### src/logic/if_pkg.sv
// shared types and constants of the instruction fetch stage
// all instructions are 32 bit and word aligned, no compressed support
// vector table alignment is fixed at 256 bytes

`default_nettype none

package if_pkg;

  // byte address or raw instruction word
  typedef logic [31:0] addr_t;

  // next pc source, driven by the controller together with pc_set
  typedef enum logic [2:0] {
    PC_BOOT,
    PC_JUMP,
    PC_EXC,
    PC_ERET,
    PC_DRET
  } pc_sel_e;

  // exception target kind
  typedef enum logic [1:0] {
    EXC_PC_EXC,
    EXC_PC_IRQ,
    EXC_PC_DBD,
    EXC_PC_DBG_EXC
  } exc_pc_sel_e;

  // bit 5 flags an interrupt, bits 4:0 carry the irq id
  typedef logic [5:0] exc_cause_t;

  // low byte of the first fetch after boot
  parameter logic [7:0]  BOOT_OFFSET    = 8'h80;
  // mtvec base keeps only the bits above this
  parameter int unsigned VEC_ALIGN_BITS = 8;
  // sequential pc step
  parameter int unsigned INSTR_BYTES    = 4;

endpackage

`default_nettype wire

### src/logic/fetch_if.sv
// one fetched instruction on its way from the fetch unit to the IF-ID stage
// payload is stable while valid is high and ready is low

`timescale 1ns/1ps
`default_nettype none

interface fetch_if;
  import if_pkg::*;

  logic  valid;
  logic  ready;
  addr_t rdata;
  addr_t addr;
  logic  err;

  // transfer happens on valid & ready
  modport producer (output valid, output rdata, output addr, output err, input ready);
  modport consumer (input valid, input rdata, input addr, input err, output ready);
  // observation only, used by the pc checker
  modport monitor (input valid, input ready, input rdata, input addr, input err);

endinterface

`default_nettype wire

### src/logic/pc_select.sv
// next fetch address and exception vector selection, purely combinational
// mtvec and boot address low bytes are ignored, the vector table is 256B aligned

`timescale 1ns/1ps
`default_nettype none

module pc_select #(
  parameter if_pkg::addr_t DmHaltAddr      = 32'h1A11_0800,
  parameter if_pkg::addr_t DmExceptionAddr = 32'h1A11_0808
) (
  input  if_pkg::addr_t       boot_addr_i,
  input  logic                pc_set_i,
  input  if_pkg::pc_sel_e     pc_mux_i,
  input  if_pkg::exc_pc_sel_e exc_pc_mux_i,
  input  if_pkg::exc_cause_t  exc_cause_i,
  input  if_pkg::addr_t       branch_target_ex_i,
  input  if_pkg::addr_t       csr_mepc_i,
  input  if_pkg::addr_t       csr_depc_i,
  input  if_pkg::addr_t       csr_mtvec_i,
  output if_pkg::addr_t       fetch_addr_n_o,
  output logic                csr_mtvec_init_o
);
  import if_pkg::*;

  addr_t vec_base;
  addr_t boot_pc;
  addr_t exc_pc;

  // mtvec with the alignment bits cleared
  assign vec_base = {csr_mtvec_i[31:VEC_ALIGN_BITS], {VEC_ALIGN_BITS{1'b0}}};
  assign boot_pc  = {boot_addr_i[31:8], BOOT_OFFSET};

  ////////////////////////////////////////////////////////////////////////////
  // exception vector
  always_comb begin
    case (exc_pc_mux_i)
      EXC_PC_EXC:     exc_pc = vec_base;
      // one word per irq id, bit 5 only marks the cause as an interrupt
      EXC_PC_IRQ:     exc_pc = vec_base + {exc_cause_i[4:0], 2'b00};
      EXC_PC_DBD:     exc_pc = DmHaltAddr;
      EXC_PC_DBG_EXC: exc_pc = DmExceptionAddr;
      default:        exc_pc = vec_base;
    endcase
  end

  ////////////////////////////////////////////////////////////////////////////
  // next pc
  always_comb begin
    case (pc_mux_i)
      PC_BOOT: fetch_addr_n_o = boot_pc;
      PC_JUMP: fetch_addr_n_o = branch_target_ex_i;
      PC_EXC:  fetch_addr_n_o = exc_pc;
      // return from trap or from debug mode
      PC_ERET: fetch_addr_n_o = csr_mepc_i;
      PC_DRET: fetch_addr_n_o = csr_depc_i;
      default: fetch_addr_n_o = boot_pc;
    endcase
  end

  // csr file loads its mtvec reset value on the boot jump
  assign csr_mtvec_init_o = pc_set_i & (pc_mux_i == PC_BOOT);

endmodule

`default_nettype wire

### src/logic/fetch_unit.sv
// single outstanding request fetch engine with a one entry instruction buffer
// bus: req held until gnt, rvalid one or more cycles after gnt, word addresses
// nothing is fetched before the first pc_set

`timescale 1ns/1ps
`default_nettype none

module fetch_unit (
  input  logic          clk_i,
  input  logic          rst_ni,
  input  logic          req_i,
  input  logic          pc_set_i,
  input  if_pkg::addr_t fetch_addr_n_i,
  output logic          instr_req_o,
  output if_pkg::addr_t instr_addr_o,
  input  logic          instr_gnt_i,
  input  logic          instr_rvalid_i,
  input  if_pkg::addr_t instr_rdata_i,
  input  logic          instr_bus_err_i,
  output logic          if_busy_o,
  fetch_if.producer     fetch
);
  import if_pkg::*;

  // request side
  addr_t next_addr_q;
  addr_t req_addr_q;
  addr_t redir_addr;
  addr_t issue_addr;
  logic  started_q;
  logic  req_q;
  logic  out_q;
  logic  discard_q;
  // buffer
  logic  buf_valid_q;
  addr_t buf_rdata_q;
  addr_t buf_addr_q;
  logic  buf_err_q;
  // strobes
  logic  xfer;
  logic  buf_free;
  logic  issue;
  logic  grant;
  logic  resp;
  logic  buf_load;

  assign redir_addr = {fetch_addr_n_i[31:2], 2'b00};
  assign issue_addr = pc_set_i ? redir_addr : next_addr_q;

  assign xfer     = buf_valid_q & fetch.ready;
  // buffer is free when empty, leaving now, or flushed by a redirect
  assign buf_free = ~buf_valid_q | xfer | pc_set_i;
  assign issue    = req_i & (started_q | pc_set_i) & ~req_q & ~out_q & buf_free;
  assign grant    = req_q & instr_gnt_i;
  assign resp     = out_q & instr_rvalid_i;
  // stale responses after a redirect are dropped
  assign buf_load = resp & ~discard_q & ~pc_set_i;

  ////////////////////////////////////////////////////////////////////////////
  // request engine
  always_ff @(posedge clk_i or negedge rst_ni) begin
    if (!rst_ni) begin
      started_q   <= 1'b0;
      req_q       <= 1'b0;
      out_q       <= 1'b0;
      discard_q   <= 1'b0;
      req_addr_q  <= '0;
      next_addr_q <= '0;
    end else begin
      if (pc_set_i) begin
        started_q <= 1'b1;
      end
      // request stays up until granted, address frozen meanwhile
      if (issue) begin
        req_q      <= 1'b1;
        req_addr_q <= issue_addr;
      end else if (grant) begin
        req_q <= 1'b0;
      end
      if (grant) begin
        out_q <= 1'b1;
      end else if (resp) begin
        out_q <= 1'b0;
      end
      // redirect wins over the sequential step
      if (pc_set_i) begin
        next_addr_q <= redir_addr;
      end else if (grant && !discard_q) begin
        next_addr_q <= req_addr_q + addr_t'(INSTR_BYTES);
      end
      // mark the in-flight access as stale
      if (pc_set_i && (req_q || (out_q && !instr_rvalid_i))) begin
        discard_q <= 1'b1;
      end else if (resp) begin
        discard_q <= 1'b0;
      end
    end
  end

  ////////////////////////////////////////////////////////////////////////////
  // one entry buffer
  always_ff @(posedge clk_i or negedge rst_ni) begin
    if (!rst_ni) begin
      buf_valid_q <= 1'b0;
    end else if (buf_load) begin
      buf_valid_q <= 1'b1;
    end else if (xfer || pc_set_i) begin
      buf_valid_q <= 1'b0;
    end
  end

  always_ff @(posedge clk_i) begin
    if (buf_load) begin
      buf_rdata_q <= instr_rdata_i;
      buf_addr_q  <= req_addr_q;
      buf_err_q   <= instr_bus_err_i;
    end
  end

  assign instr_req_o  = req_q;
  assign instr_addr_o = req_addr_q;
  assign if_busy_o    = req_q | out_q;

  assign fetch.valid = buf_valid_q;
  assign fetch.rdata = buf_rdata_q;
  assign fetch.addr  = buf_addr_q;
  assign fetch.err   = buf_err_q;

endmodule

`default_nettype wire

### src/logic/if_id_regs.sv
// IF-ID pipeline register, loads on every accepted instruction
// a redirect in the transfer cycle squashes the valid flag, data still loads

`timescale 1ns/1ps
`default_nettype none

module if_id_regs (
  input  logic          clk_i,
  input  logic          rst_ni,
  input  logic          id_in_ready_i,
  input  logic          pc_set_i,
  input  logic          instr_valid_clear_i,
  output logic          instr_valid_id_o,
  output logic          instr_new_id_o,
  output if_pkg::addr_t instr_rdata_id_o,
  output logic          instr_fetch_err_o,
  output if_pkg::addr_t pc_id_o,
  fetch_if.consumer     fetch
);

  logic xfer;
  logic valid_d;
  logic valid_q;
  logic new_q;

  // decode accepts whenever it can take a new instruction
  assign fetch.ready = id_in_ready_i;
  assign xfer        = fetch.valid & id_in_ready_i;

  // set by a surviving transfer, held until the controller clears it
  assign valid_d = (xfer & ~pc_set_i) | (valid_q & ~instr_valid_clear_i);

  ////////////////////////////////////////////////////////////////////////////
  // flags
  always_ff @(posedge clk_i or negedge rst_ni) begin
    if (!rst_ni) begin
      valid_q <= 1'b0;
      new_q   <= 1'b0;
    end else begin
      valid_q <= valid_d;
      // single cycle pulse after each transfer
      new_q   <= xfer;
    end
  end

  ////////////////////////////////////////////////////////////////////////////
  // data
  always_ff @(posedge clk_i or negedge rst_ni) begin
    if (!rst_ni) begin
      instr_rdata_id_o  <= '0;
      instr_fetch_err_o <= 1'b0;
      pc_id_o           <= '0;
    end else if (xfer) begin
      instr_rdata_id_o  <= fetch.rdata;
      instr_fetch_err_o <= fetch.err;
      pc_id_o           <= fetch.addr;
    end
  end

  assign instr_valid_id_o = valid_q;
  assign instr_new_id_o   = new_q;

endmodule

`default_nettype wire

### src/logic/pc_incr_check.sv
// run time check that sequential fetches advance by one word
// no check right after reset, a redirect or a faulting fetch

`timescale 1ns/1ps
`default_nettype none

module pc_incr_check (
  input  logic          clk_i,
  input  logic          rst_ni,
  input  logic          pc_set_i,
  input  if_pkg::addr_t pc_id_i,
  output logic          pc_mismatch_alert_o,
  fetch_if.monitor      fetch
);
  import if_pkg::*;

  logic  xfer;
  logic  seq_d;
  logic  seq_q;
  addr_t pc_expected;

  assign xfer = fetch.valid & fetch.ready;

  // sequential once an instruction is in ID, lost on redirect or bus error
  assign seq_d = (seq_q | xfer) & ~pc_set_i & ~(xfer & fetch.err);

  always_ff @(posedge clk_i or negedge rst_ni) begin
    if (!rst_ni) begin
      seq_q <= 1'b0;
    end else begin
      seq_q <= seq_d;
    end
  end

  assign pc_expected = pc_id_i + addr_t'(INSTR_BYTES);

  // compare the waiting instruction against the one held in ID
  assign pc_mismatch_alert_o = seq_q & fetch.valid & (fetch.addr != pc_expected);

endmodule

`default_nettype wire

### src/logic/if_stage.sv
// instruction fetch stage top, plain request/grant/rvalid instruction bus
// boot address must be 256B aligned, first fetch is at boot_addr + 0x80
// no instruction cache, no compressed instructions

`timescale 1ns/1ps
`default_nettype none

module if_stage #(
  parameter if_pkg::addr_t DmHaltAddr      = 32'h1A11_0800,
  parameter if_pkg::addr_t DmExceptionAddr = 32'h1A11_0808
) (
  input  logic                clk_i,
  input  logic                rst_ni,
  input  if_pkg::addr_t       boot_addr_i,
  input  logic                req_i,
  // instruction bus
  output logic                instr_req_o,
  output if_pkg::addr_t       instr_addr_o,
  input  logic                instr_gnt_i,
  input  logic                instr_rvalid_i,
  input  if_pkg::addr_t       instr_rdata_i,
  input  logic                instr_bus_err_i,
  // to ID
  output logic                instr_valid_id_o,
  output logic                instr_new_id_o,
  output if_pkg::addr_t       instr_rdata_id_o,
  output logic                instr_fetch_err_o,
  output if_pkg::addr_t       pc_if_o,
  output if_pkg::addr_t       pc_id_o,
  // control
  input  logic                instr_valid_clear_i,
  input  logic                pc_set_i,
  input  if_pkg::pc_sel_e     pc_mux_i,
  input  if_pkg::exc_pc_sel_e exc_pc_mux_i,
  input  if_pkg::exc_cause_t  exc_cause_i,
  input  if_pkg::addr_t       branch_target_ex_i,
  // csrs
  input  if_pkg::addr_t       csr_mepc_i,
  input  if_pkg::addr_t       csr_depc_i,
  input  if_pkg::addr_t       csr_mtvec_i,
  output logic                csr_mtvec_init_o,
  input  logic                id_in_ready_i,
  output logic                pc_mismatch_alert_o,
  output logic                if_busy_o
);
  import if_pkg::*;

  addr_t fetch_addr_n;

  fetch_if fetch_bus ();

  pc_select #(
    .DmHaltAddr      (DmHaltAddr),
    .DmExceptionAddr (DmExceptionAddr)
  ) u_pc_select (
    .boot_addr_i, .pc_set_i, .pc_mux_i, .exc_pc_mux_i, .exc_cause_i, .branch_target_ex_i,
    .csr_mepc_i, .csr_depc_i, .csr_mtvec_i,
    .fetch_addr_n_o (fetch_addr_n),
    .csr_mtvec_init_o
  );

  fetch_unit u_fetch_unit (
    .clk_i, .rst_ni, .req_i, .pc_set_i,
    .fetch_addr_n_i (fetch_addr_n),
    .instr_req_o, .instr_addr_o, .instr_gnt_i, .instr_rvalid_i, .instr_rdata_i,
    .instr_bus_err_i, .if_busy_o,
    .fetch          (fetch_bus.producer)
  );

  if_id_regs u_if_id_regs (
    .clk_i, .rst_ni, .id_in_ready_i, .pc_set_i, .instr_valid_clear_i,
    .instr_valid_id_o, .instr_new_id_o, .instr_rdata_id_o, .instr_fetch_err_o, .pc_id_o,
    .fetch          (fetch_bus.consumer)
  );

  pc_incr_check u_pc_incr_check (
    .clk_i, .rst_ni, .pc_set_i,
    .pc_id_i        (pc_id_o),
    .pc_mismatch_alert_o,
    .fetch          (fetch_bus.monitor)
  );

  // address of the instruction waiting in the fetch buffer
  assign pc_if_o = fetch_bus.addr;

endmodule

`default_nettype wire

### config.mk
export PLATFORM = sky130hd
export DESIGN_NAME = if_stage
export DESIGN_NICKNAME = d
export VERILOG_FILES = /design/src/logic/if_pkg.sv /design/src/logic/fetch_if.sv /design/src/logic/pc_select.sv /design/src/logic/fetch_unit.sv /design/src/logic/if_id_regs.sv /design/src/logic/pc_incr_check.sv /design/src/logic/if_stage.sv
export SDC_FILE = /design/constraint.sdc
export NUM_CORES = 1
export LEC_CHECK = 0
export CORE_ASPECT_RATIO = 1.2
export CORE_MARGIN = 2
export CORE_UTILIZATION = 25
export DETAILED_ROUTE_END_ITERATION = 8
export DONT_BUFFER_PORTS = 1
export PLACE_DENSITY = 0.44
export SLEW_MARGIN = 30
export SYNTH_ARGS = -nofsm -noshare
export SYNTH_HDL_FRONTEND = slang
export SYNTH_SLANG_ARGS = --single-unit
### constraint.sdc
create_clock -name clk_i -period 11.6 [get_ports clk_i]
set_clock_uncertainty 0.15 [all_clocks]
set_input_delay 0.58 -clock clk_i [delete_from_list [all_inputs] [get_ports clk_i]]
set_output_delay 0.58 -clock clk_i [all_outputs]
set_load 0.05 [all_outputs]
==> impl_metrics.csv <==
group,metric,value,unit
sta,period_minus_slack,4.85,ns
sta,tns,0,ns
synthesis,ys_seq_area_share,52.7,%
synthesis,yosysTopAreaCell,"dfrtp_1",
clock_network,clock_latency,0.53,ns
clock_network,tritoncts,"built",
sta,worstMarginPinSlew,0.923,ns
routing,drtIter0Drc,290,
global_route,antenna_found_initial,4,
sta,min_period_over_period,41.8,%
sta,final_hold_viol_count,0,
die,die_area,0.0425,mm^2
power,vdd_drop_max,116,uV
placed_design,place_hpwl,23.7,mm
power,power,3.12,mW
hold_path,hold_path_class,"input port to flip-flop",
sta,rsz0062_at_grt,"no",
synthesis,synth_nets,1165,
sta,max_slew_margin,38.5,%
critical_path,start_kind,"flip-flop",
critical_path,cp-end-kind,"primary output",
routing,avgViaCountPerCell,5.01,
finish,drive_gt1_share,13.5,%
routing,route.vias.total,7663,
critical_path,crit_fanout,7,
global_route,grt_max_degree,138,
synthesis,ys.flop_type,"dfrtp_1",
synthesis,synth_edf_count,65,
die,ios,347,
synthesis,synth_compound_area_share,17.1,%
placed_design,place_inst,1442,
power,powerDensity,260,mW/mm^2
die,die_h,225,um
clock_network,numCtsBuffers,24,
sta,layout_setup_ws,6.75,ns
sta,final_max_slew_viol_count,0,
die,initial_utilization,25.2,%
clock_network,cts_sinks,202,
finish,final_cells,1529,
global_route,grt_pass1_wl,49.2,mm
synthesis,synthArstFlopShare,67.8,%
routing,met3_length,2.52,mm
critical_path,cp.required,10.87,ns
synthesis,yosysUniqueCellTypes,66,
routing,drc,0,
synthesis,yosys.area_share.simple,13.5,%
run_status,outcome,"finished, final reports clean",
synthesis,synth_mux_area_share,7.76,%
synthesis,synthAdderAreaFrac,0.245,%
synthesis,yosys-top-cells-count,"dfrtp_1, nand2_1, edfxtp_1, mux2_2, o21ai_0",
die,die_w,188,um
routing,wl_per_cell,21.6,um
synthesis,synth_cells,951,
synthesis,synth_area_per_cell,10.7,um^2
routing,wl_met1,13.4,mm
synthesis,ys.warnings.count,0,
routing,top_layer_used,"met4",
finish,final_util,29.6,%
sta,setup_viol,0,
placed_design,port_buffers,0,
critical_path,arrival,4.12,ns
clock_network,clockBufferDepth,3,
global_route,grt_overflow,0,
routing,ant_nets,0,
global_route,grtUsageTotal,15.2,%
clock_network,cts_root_buf,"clkbuf_16",
routing,finalWirelength,33.1,mm
routing,met2_length,16.0,mm
synthesis,yosys-top-cells-area,"dfrtp_1, edfxtp_1, mux2_2",
sta,clock.fmax,0.206,GHz
synthesis,ys_ff_latch,202,
synthesis,synth_top_family_by_area,"compound AO/OA/AOI/OAI gates",
global_route,grt_pass1_vias,7755,
finish,area_growth,17.6,%
clock_network,cts_max_level,1,
die,rows,81,
power,p_leak,4.56,nW
placed_design,place_ws,7.18,ns
synthesis,synth_top_area_share,33.6,%
synthesis,yosysMostFrequentCell,"dfrtp_1",
flow_run,drv_cap,0,
critical_path,critical_path_class,"flip-flop to primary output",
routing,drtPass1Iterations,5,
clock_network,clkTransAtPathRegs,0.06,ns
synthesis,yosys.area_share.xor_xnor,5.92,%
finish,nNetsFinal,1182,
placed_design,gp_congestion,0.879,
synthesis,netlist_area,0.0102,mm^2
die,core-area,0.0405,mm^2
clock_network,cts_resized,0,
cells by family (layout without fill, tap and decap cells):
logic type                 after synthesis  after routing
muxes                                   71             71
and+or+nand+nor                        273            273
xor gates and xnor gates                69             69
DFF                                    202            202
other                                    0              4
buffers and inverters                   73            108
AOI/OAI and AO/OA                      261            261
adders and majority gates                2              2
metrics by stage:
stage / instance area, um^2 / hold WS [ns]
floorplan: 10200 / 0.134
global placement: 10700 / 0.139
detailed placement: 10800 / 0.139
CTS: 12000 / 0.0177
global route: 12000 / 0.0509
finish: 12000 / 0.0533
cells in the final DEF (no fill, tap or decap), drive strengths merged, types with 8 or more instances in the layout:
cell	count
a21oi	40
o21ai	92
clkbuf	35
dfrtp	137
nand2	118
and3	12
xnor2	35
nor3	13
a21o	9
a32oi	8
nand3	29
nor2	34
edfxtp	65
o211ai	14
mux2	65
a221oi	17
xor2	34
inv	17
a22o	34
buf	10
nor4	10
dlygate4sd3	38
nand4	17
a22oi	11
report_power, final:
group | internal (mW) | total [mW] | switching (mW)
sequential | 0.927 | 1.82 | 0.889
clock | 0.494 | 0.798 | 0.304
combinational | 0.253 | 0.506 | 0.253
total | 1.67 | 3.12 | 1.45
critical path, stage by stage, from the launching register on:
cell,delay (ns)
dfrtp_1,0.80
ha_1,0.36
xor2_1,0.18
nor4_1,0.34
nand3_1,0.18
a2111oi_4,0.35
o2111ai_1,0.15
nor4_1,0.70
a31oi_2,0.52
per-layer routing:
metal,GRT usage (%),up-vias
met5,0,-
met4,5.90,0
met3,3.92,48
met2,26.4,325
met1,17.9,3718
li1,-,3572
path summary, 6_finish.rpt:
| path | from | endpoint | slack [ns] | depth (start not counted) |
|---|---|---|---|---|
| max in group asynchronous | rst_ni | u_fetch_unit.fetch.valid | 10.11 | 2 |
| worst max register to register | u_fetch_unit.instr_addr_o[2] | u_fetch_unit.next_addr_q[30] | 8.54 | 8 |
| worst min-delay path | pc_set_i | u_fetch_unit.next_addr_q[24] | 0.05 | 2 |
| min in group asynchronous | rst_ni | u_if_id_regs.instr_rdata_id_o[9] | 0.50 | 2 |
| worst min register to register | u_fetch_unit.fetch.err | u_pc_incr_check.seq_q | 0.31 | 1 |
| worst max-delay path | u_if_id_regs.pc_id_o[2] | pc_mismatch_alert_o | 6.75 | 8 |
sequential cells by signal, summed over array words and instances, names as in the netlist:
register                        flops
u_fetch_unit.discard_q              1
u_fetch_unit.fetch.addr            32
u_fetch_unit.fetch.err              1
u_fetch_unit.fetch.rdata           32
u_fetch_unit.fetch.valid            1
u_fetch_unit.instr_addr_o          32
u_fetch_unit.instr_req_o            1
u_fetch_unit.next_addr_q           32
u_fetch_unit.out_q                  1
u_fetch_unit.started_q              1
u_if_id_regs.instr_fetch_err_o      1
u_if_id_regs.instr_new_id_o         1
u_if_id_regs.instr_rdata_id_o      32
u_if_id_regs.instr_valid_id_o       1
u_if_id_regs.pc_id_o               32
u_pc_incr_check.seq_q               1
timing repair:
action	CTS	global route
buffers inserted	0	0
hold buffers	39	0
endpoints found under the hold margin	185	0
layout make-up:
cell class,instances,area (um^2)
sequential,202,5380
timing repair buffer,48,475
tap,539,674
antenna,4,10.0
inverter,16,60.1
multi-input combinational,676,4570
fill,4215,28500
clock buffer,35,714
clock inverter,9,125
Power figures use the tool's default switching activity.
